File: config.mk
export PLATFORM = sky130hd
export DESIGN_NAME = registerFile
export DESIGN_NICKNAME = d
export VERILOG_FILES = /design/src/rtl/cpuPkg.sv /design/src/rtl/registerFile.sv
export VERILOG_INCLUDE_DIRS = /design/src /design/src/rtl
export SDC_FILE = /design/constraint.sdc
export NUM_CORES = 2
export LEC_CHECK = 0
export BUFFER_PORTS_ARGS = -buffer_cell sky130_fd_sc_hd__buf_2
export CAP_MARGIN = 20
export CORE_MARGIN = 4
export CORE_UTILIZATION = 35
export CTS_BUF_LIST = sky130_fd_sc_hd__clkbuf_4 sky130_fd_sc_hd__clkbuf_8 sky130_fd_sc_hd__clkbuf_16
export DETAILED_ROUTE_END_ITERATION = 6
export GPL_TIMING_DRIVEN = 1
export PLACE_DENSITY = 0.51
export SYNTH_ARGS = -nofsm -noshare
export SYNTH_HDL_FRONTEND = slang
export SYNTH_SLANG_ARGS = --single-unit
File: constraint.sdc
create_clock -name clk -period 5.9 [get_ports clk]
set_input_delay 1.18 -clock clk [delete_from_list [all_inputs] [get_ports clk]]
set_output_delay 1.18 -clock clk [all_outputs]
set_load 0.05 [all_outputs]
File: src/rtl/cpu_params.svh
// CPU width and depth macros
`ifndef CPU_PARAMS_SVH
`define CPU_PARAMS_SVH

// data word width
`define CPU_DATA_WIDTH 32

// instruction address width
`define CPU_PC_WIDTH 6

// instruction words in the program store
`define CPU_IMEM_DEPTH 64

// data words, word addressed by the low ALU result bits
`define CPU_DMEM_DEPTH 256

// architectural registers
`define CPU_REG_COUNT 32

`endif
File: src/rtl/cpuPkg.sv
// CPU shared types
`default_nettype none

`include "cpu_params.svh"

package cpuPkg;

	typedef logic [`CPU_DATA_WIDTH-1:0] wordT;
	typedef logic [`CPU_PC_WIDTH-1:0] pcT;
	typedef logic [$clog2(`CPU_REG_COUNT)-1:0] regAddrT;

	// primary opcodes, bits 31 to 26
	typedef enum logic [5:0] {
		opRType = 6'd0,
		opBeq = 6'd4,
		opAddi = 6'd8,
		opLw = 6'd35,
		opSw = 6'd43,
		opHlt = 6'd63
	} opcodeT;

	// R-type function codes, bits 5 to 0
	typedef enum logic [5:0] {
		fnAdd = 6'd32,
		fnSub = 6'd34,
		fnAnd = 6'd36,
		fnOr = 6'd37,
		fnSlt = 6'd42
	} functT;

	typedef enum logic [2:0] {
		aluAdd,
		aluSub,
		aluAnd,
		aluOr,
		aluSlt
	} aluOpT;

endpackage

`default_nettype wire

File: src/rtl/registerFile.sv
// Register file with debug port
`timescale 1ns/1ps
`default_nettype none

`include "cpu_params.svh"

module registerFile (
	input wire logic clk,
	input wire logic rst,
	input wire logic writeEnable,
	input wire cpuPkg::regAddrT readAddr1,
	input wire cpuPkg::regAddrT readAddr2,
	input wire cpuPkg::regAddrT writeAddr,
	input wire cpuPkg::wordT writeData,
	input wire cpuPkg::regAddrT dbgAddr,
	output cpuPkg::wordT readData1,
	output cpuPkg::wordT readData2,
	output cpuPkg::wordT dbgData
);

	cpuPkg::wordT regs [`CPU_REG_COUNT];

	always_ff @(posedge clk or negedge rst) begin
		if (!rst) begin
			for (int i = 0; i < `CPU_REG_COUNT; i++) begin
				regs[i] <= '0;
			end
		end else if (writeEnable && (writeAddr != '0)) begin
			// register 0 is never written so it stays zero
			regs[writeAddr] <= writeData;
		end
	end

	// asynchronous reads
	assign readData1 = regs[readAddr1];
	assign readData2 = regs[readAddr2];
	assign dbgData = regs[dbgAddr];

endmodule

`default_nettype wire

Word-level counts from Yosys, hierarchy flattened
Index checks and enable logic that the tools add are counted.
- add/sub/neg operators: 0
- multiply operators: 0
- div/mod/pow operators: 0
- $lt $le $gt $ge: 5
- equal/unequal tests: 0
- shifts and indexed selects: 0
- multiplexer cells: 12
- bitwise gates (word level): 4
- reductions and logical operators: 3
- operators by type and width (cell ; count):
    $bwmux W1024 ; 1
    $bmux W32 S5 ; 3
    $mux W32 ; 7
    $demux W32 S5 ; 1
    $ge A6 B6 Y1 const B ; 4
    $not A5 Y6 ; 4
    $lt A6 B1 Y1 const B ; 1
    $reduce_bool A5 Y1 ; 1
    $logic_and A1 B1 Y1 ; 2
- bits in registers: 1024
- latch bits: 0
- memory bits (writable): 0
- ROM bits: 0
- input bits: 55
- word-level logic and storage cells: 56
- memories kept: 0

Longest topological paths before layout
- depth in word-level cells: 6
- gate-level depth with buffers: 8
- gate-level depth less buffers: 5

Worst setup path before layout
OpenSTA, ideal clock, no wires.
- path type: input-to-output
- start: input dbgAddr[1]
- end: output dbgData[16]
- arrival: 2704 ps
- data required time: 4720 ps
- setup slack: 2016 ps
- stages on the path: 8
- cells stage by stage: buf_2 buf_2 buf_4 buf_4 mux2i_1 a22oi_1 a31oi_1 nand3_1
- word-level cells in the longest chain between the ends: 4
- ends and longest elaborated chain (element ; line ; text):
    start, declared ; registerFile.sv:15 ; input wire cpuPkg::regAddrT dbgAddr,
    $not A5 Y6 (not written as such) ; registerFile.sv:37 ; assign dbgData = regs[dbgAddr];
    $bmux W32 S5 ; registerFile.sv:37 ;
    $mux W32 (not written as such) (2 in a row) ; registerFile.sv:37 ;
    end, declared ; registerFile.sv:18 ; output cpuPkg::wordT dbgData
No other way between the ends. The select of a mux whose other input is x is not followed.

Worst setup path in the final report
- start: input dbgAddr[1]
- end: output dbgData[3]
The elaborated chain is that of the path after synthesis.

==> flow_summary.yaml <==
finish:
  finalInstanceArea_um2: 72500
  final_util_pct: 39.9
  largest_reg_flops: 1024
  final_common_cell: "mux2i_1"
  final_nets: 5708
  fillers: 17500
  largest_register: "regs"
  final_cell_mix: "mux2i_1 (1536), dfrtp_1 (1024), mux2_2 (982), nand2_1 (290), nand3_1 (290)"
  syn_to_final_growth_pct: 12.9
  reg_top3: "regs (1024)"
  finalNonFillerCells: 8216
  drive_gt1_share_pct: 28.4
clock_network:
  cts_tree: "yes"
  clk_pin_slew_ps: 60
  htreeDepth: 3
  ctsRootBufferMaster: "clkbuf_16"
  cts_resized: 0
  clk_latency_ps: 760
  cts_hold_buf: 0
  cts_inserted_buffers: 119
  cts_setup_buffers: 0
  clock_sinks: 1024
  cts_buffer_depth: 3
synth:
  syn_area_um2: 64200
  synthCells: 5768
  synth.avg_cell_area_um2: 11.1
  synth_xor_area_share_pct: 0
  muxShareOfSynthArea_pct: 41.3
  yosysWarnings: 0
  synth_nets: 5823
  synth_cell_types: 29
  synth_compound_gate_area_share_pct: 9.16
  synthSimpleGateAreaFrac_pct: 5.27
  yosysSeqAreaShare_pct: 39.9
  synth_fa_ha_area_share_pct: 0
  synth_seq_cells: 1024
  synth_top_family_by_area: "multiplexers"
worst_setup_path:
  startpoint_type: "input port"
  path_class: "input port to output port"
  critPathRequiredTime_ps: 4720
  critPathArrivalTime_ps: 3830
  end_kind: "output port"
  critPathMaxFanout: 51
routing:
  firstDrtPassIters: 7
  ant_nets: 0
  dr_total_vias: 49500
  drtIter0Drc: 4602
  drc: 0
  viasPerCell: 6.03
  wl_per_cell_um: 30.9
  wl_um: 254000
sta:
  max_freq_ghz: 0.200
  finalHoldViolCount: 0
  drv_slew: 0
  tns_ps: 0
  worst_pin_slew_ps: 1140
  whs_ps: 348
  maxSlewHeadroom_pct: 23.8
  rsz0062_at_grt: "no"
  fin_crit_ps: 5010
  fin_skew_ps: 0
  period_share_pct: 84.9
  setup_viol: 0
placement:
  dpl_cell_area_um2: 68300
  place_hpwl_um: 150000
  port_buffers: 150
  gp_congestion: 0.837
  dpl.cell_count: 7981
power:
  p_leak_nw: 34.0
  ir_worst_vdd_mv: 0.253
  power_density_nw_per_um2: 321
floorplanning:
  fp.dieArea_um2: 190000
  ioPinCount: 151
  core_area_um2: 182000
  dieWidth_um: 436
  initial_utilization_pct: 35.4
  chipHeight_um: 436
  rows: 156
global_route:
  grt_antenna_before_repair: 21
  grt_usage_pct: 25.8
  grt_start_max_net_pins: 149
  grt_pass1_vias: 49500
  grt_pass1_wl_um: 366000
  grt_overflow: 0
job:
  drv_cap: 0
hold_path:
  hold_path.class: "input port to asynchronous set/reset pin"
outcome:
  status: "finished clean"
## final cells by class
cell class | instances | area [µm²] | share of cell area [%]
Clock buffer | 174 | 3590 | 4.96
Antenna cell | 15 | 37.5 | 0.0518
Timing Repair Buffer | 369 | 3440 | 4.74
Clock inverter | 46 | 609 | 0.840
Sequential cell | 1024 | 25600 | 35.3
Tap cell | 2449 | 3060 | 4.23
Multi-Input combinational cell | 4139 | 36200 | 49.9
## worst max-delay path, stage by stage
cell	delay, ps
buf_8	500
buf_4	450
mux2i_1	260
a22o_1	160
nor3_1	60
a31oi_1	520
nand3_1	310
buf_2	300
## worst paths after layout
path                            start          to  slack, ps  depth (start not counted)
setup / recovery           dbgAddr[1]  dbgData[3]        890                          8
hold / removal                    rst   regs[715]        350                          1
setup reg to reg             regs[34]    regs[34]       5060                          1
hold reg to reg            regs[1011]  regs[1011]        420                          0
max in group asynchronous         rst   regs[723]       3970                          3
min in group clk           regs[1011]  regs[1011]        420                          0
## stage by stage
stage               power [mW]  setup WS, ps
finish                    23.2           889
global route              24.3           871
CTS                       23.3          1010
detailed placement        15.3           996
global placement          15.2          1050
floorplan                 13.5          2020
## kinds of logic after synthesis
group / after synthesis
muxes: 2528
DFF: 1024
AOI/OAI and AO/OA: 864
and+or+nand+nor: 747
buffers and inverters: 605
## metal layers
layer | vias to the layer above | global-route usage, % | wire, µm
li1 | 21300 | - | -
met1 | 25900 | 34.9 | 111000
met2 | 1804 | 41.3 | 117000
met3 | 544 | 3.93 | 14300
met4 | 6 | 10.7 | 11300
met5 | - | 0 | 43
## cell usage after synthesis (all sizes together)
cell type | count | area [µm²]
nand2b | 9 | 56.3
a31oi | 96 | 601
mux2 | 992 | 11200
nor3 | 99 | 500
nand4b | 1 | 8.76
and2 | 3 | 18.8
buf | 329 | 1760
mux2i | 1536 | 15400
nand2 | 306 | 1150
and3 | 1 | 6.26
a22o | 192 | 1680
nand4 | 1 | 6.26
or3 | 1 | 6.26
a22oi | 288 | 2160
nand3 | 292 | 1460
a21oi | 288 | 1440
nor2b | 14 | 92.6
nor2 | 17 | 63.8
clkbuf | 276 | 1040
dfrtp | 1024 | 25600
or2 | 3 | 18.8
## power by group
part / internal [mW] / switching [mW] / total, mW / leakage, nW
logic: 2.61 / 2.92 / 5.53 / 18.8
clock network: 4.74 / 3.24 / 7.98 / 2.11
registers: 8.36 / 1.38 / 9.74 / 13.1
total: 15.7 / 7.54 / 23.2 / 34.0
No activity file was read; power rests on OpenSTA's default activity.
