==> config.mk <==
export PLATFORM = sky130hd
export DESIGN_NAME = fetchUnit
export DESIGN_NICKNAME = d
export VERILOG_FILES = /design/src/rtl/cpuPkg.sv /design/src/rtl/fetchUnit.sv
export VERILOG_INCLUDE_DIRS = /design/src /design/src/rtl
export SDC_FILE = /design/constraint.sdc
export NUM_CORES = 2
export LEC_CHECK = 0
export ABC_AREA = 1
export BUFFER_PORTS_ARGS = -buffer_cell sky130_fd_sc_hd__buf_2
export CAP_MARGIN = 20
export CORE_MARGIN = 4
export CORE_UTILIZATION = 35
export DETAILED_ROUTE_END_ITERATION = 8
export SLEW_MARGIN = 10
export SYNTH_ARGS = -nofsm -noshare
export SYNTH_HDL_FRONTEND = slang
export SYNTH_SLANG_ARGS = --single-unit
==> constraint.sdc <==
create_clock -name clk -period 3.1 [get_ports clk]
set_input_delay 0.155 -clock clk [delete_from_list [all_inputs] [get_ports clk]]
set_output_delay 0.155 -clock clk [all_outputs]
set_load 0.05 [all_outputs]
==> src/rtl/cpu_params.svh <==
// CPU width and depth macros
`ifndef CPU_PARAMS_SVH
`define CPU_PARAMS_SVH

// data word width
`define CPU_DATA_WIDTH 32

// instruction address width
`define CPU_PC_WIDTH 6

// instruction words in the program store
`define CPU_IMEM_DEPTH 64

// data words, word addressed by the low ALU result bits
`define CPU_DMEM_DEPTH 256

// architectural registers
`define CPU_REG_COUNT 32

`endif
==> src/rtl/cpuPkg.sv <==
// CPU shared types
`default_nettype none

`include "cpu_params.svh"

package cpuPkg;

	typedef logic [`CPU_DATA_WIDTH-1:0] wordT;
	typedef logic [`CPU_PC_WIDTH-1:0] pcT;
	typedef logic [$clog2(`CPU_REG_COUNT)-1:0] regAddrT;

	// primary opcodes, bits 31 to 26
	typedef enum logic [5:0] {
		opRType = 6'd0,
		opBeq = 6'd4,
		opAddi = 6'd8,
		opLw = 6'd35,
		opSw = 6'd43,
		opHlt = 6'd63
	} opcodeT;

	// R-type function codes, bits 5 to 0
	typedef enum logic [5:0] {
		fnAdd = 6'd32,
		fnSub = 6'd34,
		fnAnd = 6'd36,
		fnOr = 6'd37,
		fnSlt = 6'd42
	} functT;

	typedef enum logic [2:0] {
		aluAdd,
		aluSub,
		aluAnd,
		aluOr,
		aluSlt
	} aluOpT;

endpackage

`default_nettype wire

==> src/rtl/fetchUnit.sv <==
// Instruction fetch unit
`timescale 1ns/1ps
`default_nettype none

`include "cpu_params.svh"

module fetchUnit (
	input wire logic clk,
	input wire logic rst,
	input wire logic progWe,
	input wire cpuPkg::pcT progAddr,
	input wire cpuPkg::wordT progData,
	input wire logic branchTaken,
	input wire cpuPkg::wordT branchOffset,
	input wire logic halt,
	output cpuPkg::pcT pc,
	output cpuPkg::wordT instruction,
	output logic halted
);

	cpuPkg::wordT instrMem [`CPU_IMEM_DEPTH];
	cpuPkg::pcT pcPlus1;
	cpuPkg::pcT branchTarget;
	cpuPkg::pcT nextPc;

	// sequential and branch targets
	assign pcPlus1 = pc + 1'b1;
	// offset wraps within the small instruction space
	assign branchTarget = pcPlus1 + cpuPkg::pcT'(branchOffset);

	always_comb begin
		if (halted || halt) begin
			// a hlt at pc freezes the fetch on the same edge
			nextPc = pc;
		end else if (branchTaken) begin
			nextPc = branchTarget;
		end else begin
			nextPc = pcPlus1;
		end
	end

	always_ff @(posedge clk or negedge rst) begin
		if (!rst) begin
			pc <= '0;
			halted <= 1'b0;
		end else begin
			pc <= nextPc;
			// sticky until reset
			halted <= halted | halt;
		end
	end

	// program load port
	always_ff @(posedge clk) begin
		if (progWe) begin
			instrMem[progAddr] <= progData;
		end
	end

	assign instruction = instrMem[pc];

endmodule

`default_nettype wire

# Yosys cells after proc, flatten, opt, wreduce, memory -nomap -nowiden
# Memory sizes are Yosys's and may differ from the RTL's.
# Index checks and enable logic that the tools add are counted.
[classes]
bitwise_logic = 1
reduce_logical = 1
n_mux = 3
add_sub_neg = 2
[ops]
columns = ["operator", "count"]
rows = [
  ["$add 6x1->6 const B", 1],
  ["$add 6x6->6", 1],
  ["$mux 6", 1],
  ["$mux 1", 2],
  ["$logic_or 1x1->1", 1],
  ["$or 1x1->1", 1],
]
[totals]
mem_count = 1
mem_bits_rw = 2048
elab_cells = 10
output_inout_bits = 39
ff_bits = 7
[mem_list]
columns = ["name", "depth", "width", "read_ports", "rd_ports_with_merged_regs", "wr", "line_no", "text"]
rows = [
  ["instrMem", 64, 32, 1, 0, 1, "fetchUnit.sv:21", "cpuPkg::wordT instrMem [`CPU_IMEM_DEPTH];"],
]

# Logic depth before layout (Yosys ltp)
[logic_depth]
word_depth = 3
mapped_depth = 19
mapped_depth_nobuf = 15

# Worst setup path after synthesis
# No wires, ideal clock.
[synth_path]
path_kind = "input to register"
from = "input port progWe"
to = "memory instrMem[48][0] in the netlist's numbering (enable)"
path_stages = 3
setup_time_ps = 502
arrival_ps = 3783
path_slack_ps = -1185
required_time_ps = 2598
n_path_buf = 1
cell_sequence = "clkbuf_1 > nand4_1 > nor4_1"
[synth_between]
elab_chain_cells = 2
[synth_lines]
columns = ["element", "line_no", "text"]
rows = [
  ["from (decl)", "fetchUnit.sv:10", "input wire logic progWe,"],
  ["$mux 1", "fetchUnit.sv:55", "if (progWe) begin"],
  ["$mux 1 (not written as such)", "fetchUnit.sv:56", "instrMem[progAddr] <= progData;"],
  ["to (decl)", "fetchUnit.sv:21", ""],
]
# No other way between the ends.

# Final worst setup path
[layout_path]
from = "register pc[0]"
to = "output port instruction[18]"
[layout_between]
elab_chain_cells = 1
[layout_lines]
columns = ["element", "line_no", "text"]
rows = [
  ["from (decl)", "fetchUnit.sv:16", "output cpuPkg::pcT pc,"],
  ["from (signal assigned)", "fetchUnit.sv:47", "pc <= nextPc;"],
  ["$mem_v2 64x32", "--", ""],
  ["to (decl)", "fetchUnit.sv:17", "output cpuPkg::wordT instruction,"],
]
# No other way between the ends.

==> flow_metrics.py <==
metrics = {
    "cells_and_area": {
        "drive_gt1_share_pct": 15.9,
        "nets": 7168,
        "final_cell_count_no_fill": 10400,
        "fin_util_pct": 42.9,
        "syn2layout_area_growth_pct": 21.9,
    },
    "sta": {
        "max_freq_mhz": 304,
        "clock_skew_ns": 0.00840,
        "worst_pin_slew_ns": 1.17,
        "setup_ws_ns": -0.190,
        "final.period_utilization_pct": 106,
        "finalHoldViolations": 0,
        "slew_violations": 0,
        "maxSlewHeadroom_pct": 21.8,
        "rsz0062_at_grt": "yes",
        "fin_setup_tns_ns": -4.63,
        "setup_violations": 32,
        "hold_slack_ns": 0.0390,
        "finalCriticalPeriod_ns": 3.29,
    },
    "power": {
        "switching_share_pct": 28.6,
        "p_int_uw": 49400,
        "power.density_mw_per_mm2": 686,
        "p_seq_share_pct": 44.6,
        "combPwrFrac_pct": 21.0,
        "p_leak_uw": 0.0355,
        "power.switching_uw": 19800,
        "p_clk_share_pct": 34.4,
        "peakVddDrop_uv": 596,
    },
    "routing": {
        "ant_nets": 0,
        "drt_iter0_drc": 6345,
        "drc": 0,
        "vias": 56300,
        "avgViaCountPerCell": 5.41,
        "wire_per_inst_um": 24.9,
        "totalWireLength_um": 259000,
        "drtPass1Iterations": 8,
    },
    "floorplanning": {
        "die_w_um": 494,
        "dieArea_mm2": 0.244,
        "initial_core_util_pct": 35.2,
        "ios": 114,
        "fp-row-count": 178,
        "core_mm2": 0.235,
        "die_h_um": 494,
    },
    "grt": {
        "grt_usage_pct": 20.3,
        "grt_antenna_before_repair": 20,
        "overflow": 0,
        "first_global_vias": 52600,
        "grt_max_degree": 88,
        "grt_pass1_wl_um": 367000,
    },
    "cts": {
        "cts.reportedPaths.clkPinSlew_ns": 0.06,
        "cts.htree.levels": 4,
        "clkSinkCount": 2055,
        "tritoncts": "yes",
        "cts.path.max_buffers": 3,
        "clk-insertion-delay-late_ns": 0.84,
        "cts-buffers-inserted": 201,
        "clockRootBuffer": "clkbuf_16",
    },
    "placement": {
        "io_buffers": 87,
        "place_hpwl_um": 134000,
        "place_congestion": 0.835,
        "pre_cts_slack_ns": 0.328,
        "place_inst": 9856,
    },
    "setup_path": {
        "arrival_ns": 3.13,
        "path_max_fanout": 9,
        "end_kind": "primary output",
        "critical_path_class": "reg2out",
        "start_kind": "flip-flop",
        "critPathRequiredTime_ns": 2.94,
    },
    "yosys": {
        "syn_area_mm2": 0.0827,
        "synth_seq_area_share_pct": 74.5,
        "netlist-cell-type-count": 29,
        "ys_warn_count": 0,
        "syn-mean-instance-area_um2": 12.2,
        "synth_nets": 6856,
        "ys_ff_latch": 2055,
        "syn_inst": 6773,
    },
    "worst_hold_path": {
        "hold_class": "in2reg",
    },
    "run_status": {
        "outcome": "finished with violations",
        "violations": "negative setup slack",
    },
    "job": {
        "max_cap_viol_count": 0,
    },
}
## power groups by stage
stage | clock (µW) | sequential (µW) | combinational [µW]
after global routing | 25300 | 30900 | 15400
after floorplan | 0 | 31400 | 6780
final | 23800 | 30900 | 14600
after global placement | 0 | 31500 | 11500
after detailed placement | 0 | 31500 | 11600
after CTS | 24100 | 30900 | 13700
## final timing paths
kind / from / to / slack (ns) / cells past startpoint
min reg2reg: pc[5] / pc[5] / 0.88 / 3
max reg2reg: pc[0] / pc[2] / 0.06 / 11
min: progData[25] / instrMem[2][25] / 0.04 / 1
max: pc[0] / instruction[18] / -0.19 / 13
min in group asynchronous: rst / pc[5] / 0.33 / 3
max in group asynchronous: rst / pc[2] / 2.44 / 3
## worst max-delay path: stages (launching register included)
cell       delay, ns
dfrtp_4         0.54
buf_12          0.20
clkinv_16       0.12
buf_16          0.19
buf_12          0.15
nand2_1         0.09
nand3_2         0.07
nand3_2         0.10
nand3_2         0.09
nand3_2         0.13
nand3_2         0.08
buf_6           0.18
and2_4          0.18
buf_12          0.14
## layout by cell type (no fill, tap or decap), types with 39 or more instances in the layout
cell type and n:
nand2_1 2060, edfxtp_1 2048, nand3_1 1703, clkbuf_16 225, buf_4 196, nand3_2 178, buf_12 120, buf_16 63
nor2_4 56, nor2_1 54, buf_2 52, clkinv_1 49, clkbuf_1 48, clkinv_2 40, dlygate4sd3_1 39
## cells in the mapped netlist
library cell	number	area [µm²]
clkbuf_1	94	353
xor2_1	3	26.3
inv_1	23	86.3
buf_4	54	405
nand4_1	13	81.3
o22ai_1	2	12.5
inv_4	1	6.26
buf_2	227	1140
ha_1	7	87.6
a31oi_1	1	6.26
o21ai_0	31	155
buf_1	57	214
a21oi_1	8	40.0
o211ai_1	7	52.6
xnor2_1	2	17.5
nand2_1	2103	7890
edfxtp_1	2048	61500
dfrtp_1	7	175
clkinv_1	1	3.75
o31ai_1	1	7.51
nor2_1	110	413
nand3_1	1913	9570
inv_2	1	3.75
and2_1	21	131
buf_6	22	248
clkinv_2	1	5.00
nor4_1	8	50.1
fa_1	1	20.0
o21ai_1	6	30.0
## area by class of cell
type | count | area (µm²)
Tap cell | 3150 | 3940
Timing Repair inverter | 8 | 163
Antenna cell | 7 | 17.5
Timing Repair Buffer | 555 | 7930
Inverter | 27 | 170
Fill cell | 21100 | 134000
Clock buffer | 258 | 5390
Multi-Input combinational cell | 4237 | 20600
Sequential cell | 2055 | 61700
Clock inverter | 115 | 982
## stage by stage
step / area, µm² / power (µW)
2_1_floorplan: 82700 / 38200
3_3_place_gp: 89000 / 43000
3_5_place_dp: 89000 / 43100
4_1_cts: 98900 / 68700
5_1_grt: 101000 / 71500
6_report: 101000 / 69200
## sequential cells by signal, indices dropped and copies added (netlist names)
| signal | count |
|---|---|
| pc | 6 |
| instrMem | 2048 |
| halted | 1 |
## timing repair
action,in CTS,in global routing
endpoints found under the setup margin,32,33
hold buffers,19,20
buffers inserted,40,12
cloned,52,21
pin swaps,54,103
hold endpoints to repair,353,957
resized for setup,324,208
## metal layers
layer / track usage, % / up-vias / share of wire (%)
met3: 3.36 / 578 / 8.2
met5: 0 / - / 0.021
li1: - / 24900 / -
met1: 26.1 / 28100 / 38
met4: 8.97 / 8 / 5.1
met2: 34.1 / 2724 / 48
## cells by family after synthesis
group | Yosys count | share of synthesized area (%)
adder cells (fa/ha/maj) | 8 | 0.130
flip-flops | 2055 | 74.5
XOR/XNOR | 5 | 0.0529
AO/OA/AOI/OAI | 56 | 0.368
AND/OR/NAND/NOR | 4168 | 21.9
buffers and inverters | 481 | 2.97
(Power assumes the default switching activity.)
