## src/rtl/cpu_params.svh

```systemverilog
// CPU width and depth macros
`ifndef CPU_PARAMS_SVH
`define CPU_PARAMS_SVH

// data word width
`define CPU_DATA_WIDTH 32

// instruction address width
`define CPU_PC_WIDTH 6

// instruction words in the program store
`define CPU_IMEM_DEPTH 64

// data words, word addressed by the low ALU result bits
`define CPU_DMEM_DEPTH 256

// architectural registers
`define CPU_REG_COUNT 32

`endif
```

## src/rtl/cpuPkg.sv

```systemverilog
// CPU shared types
`default_nettype none

`include "cpu_params.svh"

package cpuPkg;

	typedef logic [`CPU_DATA_WIDTH-1:0] wordT;
	typedef logic [`CPU_PC_WIDTH-1:0] pcT;
	typedef logic [$clog2(`CPU_REG_COUNT)-1:0] regAddrT;

	// primary opcodes, bits 31 to 26
	typedef enum logic [5:0] {
		opRType = 6'd0,
		opBeq = 6'd4,
		opAddi = 6'd8,
		opLw = 6'd35,
		opSw = 6'd43,
		opHlt = 6'd63
	} opcodeT;

	// R-type function codes, bits 5 to 0
	typedef enum logic [5:0] {
		fnAdd = 6'd32,
		fnSub = 6'd34,
		fnAnd = 6'd36,
		fnOr = 6'd37,
		fnSlt = 6'd42
	} functT;

	typedef enum logic [2:0] {
		aluAdd,
		aluSub,
		aluAnd,
		aluOr,
		aluSlt
	} aluOpT;

endpackage

`default_nettype wire

```

## src/rtl/controlUnit.sv

```systemverilog
// Main decoder
`timescale 1ns/1ps
`default_nettype none

module controlUnit (
	input wire cpuPkg::opcodeT opcode,
	input wire cpuPkg::functT funct,
	output logic regDst,
	output logic aluSrc,
	output logic branch,
	output logic memWrite,
	output logic memToReg,
	output logic regWrite,
	output logic halt,
	output cpuPkg::aluOpT aluOp
);

	always_comb begin
		// no-op unless decoded below
		regDst = 1'b0;
		aluSrc = 1'b0;
		branch = 1'b0;
		memWrite = 1'b0;
		memToReg = 1'b0;
		regWrite = 1'b0;
		halt = 1'b0;
		aluOp = cpuPkg::aluAdd;

		case (opcode)
			cpuPkg::opRType: begin
				regDst = 1'b1;
				regWrite = 1'b1;
				case (funct)
					cpuPkg::fnAdd: aluOp = cpuPkg::aluAdd;
					cpuPkg::fnSub: aluOp = cpuPkg::aluSub;
					cpuPkg::fnAnd: aluOp = cpuPkg::aluAnd;
					cpuPkg::fnOr: aluOp = cpuPkg::aluOr;
					cpuPkg::fnSlt: aluOp = cpuPkg::aluSlt;
					// unknown funct writes nothing
					default: regWrite = 1'b0;
				endcase
			end
			cpuPkg::opAddi: begin
				aluSrc = 1'b1;
				regWrite = 1'b1;
			end
			cpuPkg::opLw: begin
				aluSrc = 1'b1;
				memToReg = 1'b1;
				regWrite = 1'b1;
			end
			cpuPkg::opSw: begin
				aluSrc = 1'b1;
				memWrite = 1'b1;
			end
			cpuPkg::opBeq: begin
				// compare by subtraction, zero flag decides
				branch = 1'b1;
				aluOp = cpuPkg::aluSub;
			end
			cpuPkg::opHlt: halt = 1'b1;
			default: ;
		endcase
	end

endmodule

`default_nettype wire

```

## config.mk

```make
export PLATFORM = sky130hd
export DESIGN_NAME = controlUnit
export DESIGN_NICKNAME = d
export VERILOG_FILES = /design/src/rtl/cpuPkg.sv /design/src/rtl/controlUnit.sv
export VERILOG_INCLUDE_DIRS = /design/src /design/src/rtl
export SDC_FILE = /design/constraint.sdc
export NUM_CORES = 1
export LEC_CHECK = 0
export ABC_AREA = 1
export BUFFER_PORTS_ARGS = -buffer_cell sky130_fd_sc_hd__buf_2
export CAP_MARGIN = 20
export CORE_AREA = 2 2 39 41
export DETAILED_ROUTE_END_ITERATION = 10
export DIE_AREA = 0 0 41 43
export PLACE_DENSITY = 0.43
export RECOVER_POWER = 50
export SYNTH_ARGS = -nofsm -noshare
export SYNTH_HDL_FRONTEND = slang
export SYNTH_SLANG_ARGS = --single-unit
```

## constraint.sdc

```tcl
create_clock -name vclk -period 0.8
set_clock_uncertainty 0.05 [all_clocks]
set_input_delay 0.16 -clock vclk [all_inputs]
set_output_delay 0.16 -clock vclk [all_outputs]
set_load 0.01 [all_outputs]
```

Word-level counts from Yosys, hierarchy flattened
Cells that the tools add are included.
- flip-flop bits (word level): 0
- bits in latches: 0
- memory bits (writable): 0
- bits in read-only memories: 0
- input bits: 12
- output and inout port bits: 10
- memories kept: 0
- $add $sub $neg: 0
- multiply operators: 0
- divide/modulo/power cells: 0
- magnitude comparators: 0
- eq/ne operators: 10
- shift operators: 0
- muxes and demuxes: 10
- bitwise operators: 0
- reduce and logical (&&, ||, !) cells: 4
- operators with widths (operator ; number):
    $eq A6 B6 Y1 const B ; 8
    $pmux W3 S4 ; 1
    $mux W1 ; 7
    $eq A6 B3 Y1 const B ; 1
    $eq A6 B4 Y1 const B ; 1
    $logic_not A6 Y1 ; 1
    $pmux W3 S2 ; 1
    $reduce_or A5 Y1 ; 1
    $reduce_or A3 Y1 ; 1
    $pmux W1 S2 ; 1
    $reduce_or A2 Y1 ; 1

Logic depth before layout (Yosys ltp)
Gate-level depths: netlist of run 1.
- depth after elaboration: 4
- gate-level depth with buffers: 7
- depth with buffers taken out: 7

Worst setup path before layout of run 1
Ideal clock, no wire load.
- kind: input port to output port
- start: in funct[5]
- end: out aluOp[1]
- data arrival time: 0.698 ns
- required time: 0.590 ns
- slack: -0.108 ns
- stages on the path: 4
- cells stage by stage: inv_1 nor2_2 nand3_1 nor3_1
- longest elaborated chain between the ends: 3
- elaborated cells between the ends (all ways): 6
- classes of those cells: eq/ne (4); mux (2)
- ends and longest elaborated chain (item ; RTL line ; text):
    start, declared ; controlUnit.sv:7 ; input wire cpuPkg::functT funct,
    $eq A6 B6 Y1 ; controlUnit.sv:33 ; case (funct)
    $pmux W3 S4 * ; controlUnit.sv:33 ;
    $pmux W3 S2 * ; controlUnit.sv:29 ; case (opcode)
    end, declared ; controlUnit.sv:15 ; output cpuPkg::aluOpT aluOp
Every way passes the cells marked *; elsewhere a longest branch is shown, timed or not.

Worst setup path after layout of run 1
- start: in funct[0]
- end: out regWrite
- longest elaborated chain between the ends: 4
- elaborated cells between the ends (all ways): 8
- classes of those cells: eq/ne (5); mux (2); reduce/logical (1)
- ends and longest elaborated chain (item ; RTL line ; text):
    $eq A6 B6 Y1 ; controlUnit.sv:33 ;
    $reduce_or A5 Y1 (no source line) * ; - ;
    $mux W1 * ; controlUnit.sv:33 ;
    $pmux W1 S2 * ; controlUnit.sv:29 ;
    end, declared ; controlUnit.sv:13 ; output logic regWrite,
Marks and branches as above.

==> metrics.yaml, run 1 <==
final_core_util_pct: 45.7
antennaDiodeCount: 0
synth_nets: 60
grt_max_degree: 6
dp_cells: 89
cp.arrival_ps: 850
ant_nets: 0
ys_types: 13
grt_overflow: 0
cp-end-kind: "output pin"
slew_headroom_pct: 86.1
core_area_sq_um: 1380
worstMarginPinSlew_ps: 206
multi_input_area_sq_um: 294
path_max_fanout: 3
seq_cells: 0
initial_core_util_pct: 16.5
synth_area_leaders: "nand2_1 18%, nand3_1 15%, inv_1 11%, nor2_2 11%, nor2_1 9.8%"
grt_usage_pct: 9.99
cp-start-kind: "primary input"
worstPathRequired_ps: 590
fillers: 159
maxCapViolations: 0
syn_to_final_growth_pct: 176
regArea_sq_um: 0
dr.pass1.iters: 3
grt_pass1_vias: 350
yosysSeqAreaShare_pct: 0
antenna_found_initial: 0
vias: 395
outcome: "finished with violations"
syn_area_sq_um: 229
vias_per_cell: 4.34
first_iter_violations: 7
synth.avg_cell_area_sq_um: 4.77
pwr_density_cell_nw_per_um2: 370
criticalPathCategory: "in -> out"
gp_congestion: 0.637
n_clock_buffer: 0
wl_per_cell_microns: 8.97
cts_hold_buf: 0
setup_viol: 10
final_cells: 91
synth.largest_area_cell: "nand2_1"
place.port_buffers: 22
layout.nets: 89
grt_util_met1_pct: 12.0
die_h_microns: 43
dpl_worst_slack_ps: -350
ioPinCount: 22
synth_fa_ha_area_share_pct: 0
slew_viol_final: 0
p_leak_nw: 0.338
fp.dieArea_sq_um: 1760
final_common_cell: "buf_2"
synth-compound-area-share_pct: 0
vdd_ir_drop_max_uv: 178
muxShareOfSynthArea_pct: 0
grt_setup_unrepaired: "true"
use_met2_pct: 19.4
drc: 0
synth_warnings: 0
wl_microns: 816
grt_pass1_wl_microns: 1320
violations: "setup timing"
max_freq_mhz: 945
rows: 14
placed_area_sq_um: 459
final_cell_mix: "10 x buf_2, 9 x buf_6, 7 x nor2_4"
drive_above_1_share_pct: 80.0
period_needed_ps: 1060
yosys.area_share.xor_xnor_pct: 0
busiest_layer: "met2"
design_area_sq_um: 632
min_period_over_period_pct: 132
grt_use_met3_pct: 0
hold_viol: 0
synth_top_family_by_area: "simple AND/OR/NAND/NOR gates"
dieWidth_microns: 41
syn_inst: 48
dp_hpwl_microns: 616
hold_slack_ps: 598
synth_top_area_share_pct: 18.0
worst_slack_ps: -258
synthSimpleGateAreaFrac_pct: 80.3
min_path_type: "in -> out"
## kinds of logic after synthesis
family | after synthesis
buffers and inverters | 12
and+or+nand+nor | 36
## layer usage
metal	wire length, microns	vias up
met2	470	14
li1	-	207
met1	280	174
met4	0	0
met5	0	-
met3	65	0
## cell type report
class                      instances  share of cell area [%]
tap                               16                    3.17
multi-input combinational         36                    46.5
inverter                          12                    11.7
timing repair buffer              27                    38.6
## synth_stat cells
cell,n
nand3b_1,1
nor4_1,1
inv_1,7
nand2_4,1
nand3_1,7
nor2_4,1
inv_2,5
nand2_2,2
nor3_1,1
nand4_1,1
nor2_2,4
nor2_1,6
nand2_1,11
## power by group
group | switching, mW | internal [mW]
sequential | 0 | 0
clock | 0 | 0
combinational | 0.115 | 0.119
total | 0.115 | 0.119
## through the flow
step / power [mW] / setup TNS (ps)
2_1_floorplan: 0.0799 / -231
3_3_place_gp: 0.157 / -2700
3_5_place_dp: 0.158 / -2730
4_1_cts: 0.219 / -1970
5_1_grt: 0.253 / -2480
6_report: 0.234 / -1870
## worst max-delay path: stages
cell and delay, ps:
buf_2 120, nor2_1 170, nand3_2 100, nand3_2 80
nand2_1 60, nand2_2 60, buf_6 90
## path summary, 6_finish.rpt
path | start | to | slack (ps) | cells past startpoint
max | funct[0] | regWrite | -260 | 7
min | opcode[4] | halt | 600 | 4
## timing repair
action | CTS | global route
endpoints found under the setup margin | 10 | 10
gates resized for setup | 30 | 7
buffers inserted | 1 | 1
gates cloned | 0 | 0
pin swaps | 11 | 9
endpoints found under the hold margin | 0 | 0
(Power assumes the default switching activity.)
==> run 2, diff against run 1 <==
PLACE_DENSITY = 0.52   (was 0.43)
==> run 2 against run 1 <==
Against the previous run: the run still ends with setup timing left; highest routed layer unchanged; fmax rose by 2.1%; hold slack better by 9.9 ps; wire length shrank 9.3%; sequential share of layout area unchanged; die area unchanged.
==> metrics.yaml, run 2 (synthesized netlist as in run 1, its figures left out) <==
max_freq_mhz: 965
placed_area_sq_um: 459
slew_viol_final: 0
cp_common_cell: "nor2_4"
syn_to_final_growth_pct: 172
fillers: 142
maxCapViolations: 0
wl_microns: 740
grt_overflow: 0
p_leak_nw: 0.338
first_iter_violations: 1
max_stage_delay_ps: 120
final_cells: 90
regArea_sq_um: 0
wl_per_cell_microns: 8.22
final_core_util_pct: 44.9
setup_viol: 10
cp.arrival_ps: 830
grt_max_degree: 6
die_h_microns: 43
design_area_sq_um: 622
n_clock_buffer: 0
grt_pass1_wl_microns: 1140
critPathSlowestCell: "nor2_4"
min_period_over_period_pct: 130
switching_share_pct: 47.7
antenna_found_initial: 0
drc: 0
antennaDiodeCount: 0
pwr-share-clk_pct: 0
worstMarginPinSlew_ps: 203
cp.buffers_inverters: 2
core_area_sq_um: 1380
initial_core_util_pct: 16.5
grt_setup_unrepaired: "true"
p_comb_share_pct: 100.0
power_mw: 0.228
period_needed_ps: 1040
worst_slack_ps: -237
grt_pass1_vias: 337
cp-start-kind: "primary input"
pwr_density_cell_nw_per_um2: 367
final_common_cell: "buf_6"
crit_family: "simple AND/OR/NAND/NOR gates"
hold_slack_ps: 608
ant_nets: 0
ioPinCount: 22
cts_hold_buf: 0
gp_congestion: 0.650
place.port_buffers: 22
vias: 382
min_path_type: "in -> out"
criticalPathCategory: "in -> out"
layout.nets: 88
worstPathRequired_ps: 590
multi_input_area_sq_um: 284
drive_above_1_share_pct: 75.7
vias_per_cell: 4.24
internal_power_mw: 0.119
vdd_ir_drop_max_uv: 186
dieWidth_microns: 41
hold_viol: 0
cp-end-kind: "output pin"
path_cells: "buf_6 -> nor2_4 -> nand2_4 -> nor2_4 -> nand2_2 -> nor2_2 -> buf_2"
grt_usage_pct: 8.59
dr.pass1.iters: 2
p_seq_share_pct: 0
path_max_fanout: 4
rows: 14
p_sw_mw: 0.109
final_cell_mix: "11 x buf_6, 9 x buf_2, 7 x nor2_4, 7 x nand2_1, 5 x inv_2"
fp.dieArea_sq_um: 1760
dp_cells: 89
seq_cells: 0
slew_headroom_pct: 86.3
violations: "setup timing"
dp_hpwl_microns: 613
outcome: "finished with violations"
[run 2: worst paths after layout]
path | from | cells after the start | to | slack (ps)
max | opcode[1] | 7 | aluOp[2] | -240
min | opcode[2] | 4 | halt | 610
[run 2: through the flow]
step | setup TNS, ps | setup WS [ps]
6_report | -1840 | -237
5_1_grt | -2370 | -302
4_1_cts | -1800 | -235
3_5_place_dp | -2640 | -351
3_3_place_gp | -2610 | -330
2_1_floorplan | -231 | -66.9
[run 2: area by class of cell]
class                      instances  area share [%]
multi-input combinational         36            45.7
tap                               16            3.22
timing repair buffer              26            39.6
inverter                          12            11.5
[run 2: power by group through the flow]
| stage | registers, mW | clock network (mW) | logic [mW] |
|---|---|---|---|
| floorplan | 0 | 0 | 0.0799 |
| global placement | 0 | 0 | 0.156 |
| detailed placement | 0 | 0 | 0.158 |
| CTS | 0 | 0 | 0.217 |
| global route | 0 | 0 | 0.246 |
| finish | 0 | 0 | 0.228 |
[run 2: per-layer routing]
metal	global-route usage, %	share of wire [%]	vias to the layer above
li1	-	-	202
met3	1.05	8.1	0
met2	17.5	60	12
met1	8.86	32	168
met4	0	0	0
met5	0	0	-
[run 2: repair_timing]
item,in CTS,in global routing
setup endpoints to repair,10,10
gates resized for setup,29,7
hold endpoints to repair,0,0
setup buffers,0,1
pin swaps,13,7
==> run 3, diff against run 2 <==
PLACE_DENSITY = 0.56   (was 0.52)
==> run 3 against run 2 <==
Against the previous run: the flow still finishes with violations (setup timing); via count is 1.8% lower; clock-buffer cell count stayed put; setup slack worse by 13 ps; core utilization is 0.090 points lower; sequential share of layout area stayed put; first-iteration DRC count is 100% higher; fmax is 1.3% lower; critical endpoint unchanged.
==> metrics.yaml, run 3 (synthesized netlist as in run 1, its figures left out) <==
hold_slack_ps: 589
p_seq_share_pct: 0
layout.nets: 87
dp_cells: 89
first_iter_violations: 2
final_common_cell: "buf_6"
cp-start-kind: "primary input"
grt_setup_unrepaired: "true"
rows: 14
wl_per_cell_microns: 8.46
pwr_density_cell_nw_per_um2: 365
use_met2_pct: 17.5
dieWidth_microns: 41
fillers: 148
setup_viol: 10
worstMarginPinSlew_ps: 199
final_core_util_pct: 44.8
grt_overflow: 0
pwr-share-clk_pct: 0
ioPinCount: 22
internal_power_mw: 0.118
violations: "setup timing"
antennaDiodeCount: 0
ant_nets: 0
p_leak_nw: 0.329
cts_hold_buf: 0
syn_to_final_growth_pct: 171
min_period_over_period_pct: 131
slew_headroom_pct: 86.6
wl_microns: 753
design_area_sq_um: 621
min_path_type: "in -> out"
path_max_fanout: 4
placed_area_sq_um: 459
seq_cells: 0
busiest_layer: "met2"
p_comb_share_pct: 100.0
slew_viol_final: 0
outcome: "finished with violations"
grt_max_degree: 6
dpl_worst_slack_ps: -349
place.port_buffers: 22
dr.pass1.iters: 2
grt_util_met1_pct: 13.0
final_cells: 89
initial_core_util_pct: 16.5
period_needed_ps: 1050
regArea_sq_um: 0
crit_path_end: "aluOp[2]"
worstPathRequired_ps: 590
criticalPathCategory: "in -> out"
worst_slack_ps: -250
antenna_found_initial: 0
hold_viol: 0
finalSetupTns_ps: -1820
core_area_sq_um: 1380
dp_hpwl_microns: 603
drive_above_1_share_pct: 80.8
n_clock_buffer: 0
fp.dieArea_sq_um: 1760
final_cell_mix: "11 x buf_6, 9 x buf_2, 7 x nor2_4, 7 x nand2_2, 6 x nand3_2"
post_cts_buffers: 0
gp_congestion: 0.633
p_sw_mw: 0.108
cp.arrival_ps: 840
switching_share_pct: 47.9
vdd_ir_drop_max_uv: 144
grt_use_met3_pct: 0
startpoint: "opcode[0]"
max_freq_mhz: 952
grt_usage_pct: 9.69
drc: 0
vias_per_cell: 4.21
grt_pass1_vias: 367
die_h_microns: 43
maxCapViolations: 0
grt_pass1_wl_microns: 1300
power_mw: 0.227
vias: 375
cp-end-kind: "output pin"
==> run 3: repair_timing <==
action,4_1_cts,5_1_grt
gates resized for setup,31,8
endpoints found under the setup margin,10,10
pin swaps,13,10
==> run 3: cell type report <==
type,instances,area (sq um),area share (%)
repair buffers,25,239,38.5
multi-input cells,36,290,46.8
inverters,12,71.3,11.5
well taps,16,20.0,3.23
==> run 3: critical path, cell delays in order <==
cell and delay, ps:
buf_8 100, nor2_4 110, nand2_4 80, nor2_4 130
nand2_2 60, nor2_2 70, buf_2 130
==> run 3: how the worst min path moves through the flow <==
| stage | cells past startpoint | start | endpoint |
|---|---|---|---|
| after floorplan | 2 | funct[3] | aluOp[2] |
| after CTS | 4 | opcode[2] | halt |
| after detailed placement | 4 | opcode[4] | halt |
| after global placement | 4 | opcode[4] | halt |
| after global routing | 4 | opcode[4] | halt |
| final | 4 | opcode[4] | halt |
==> run 3: metal layers <==
layer | vias to the layer above | part of all wire [%]
met5 | - | 0
li1 | 198 | -
met1 | 164 | 33
met2 | 13 | 60
met4 | 0 | 0
met3 | 0 | 7.2
==> run 3: power groups by stage <==
stage,clock [mW],combinational [mW],sequential (mW)
after CTS,0,0.213,0
after floorplan,0,0.0799,0
after detailed placement,0,0.157,0
after global routing,0,0.244,0
final,0,0.227,0
after global placement,0,0.155,0
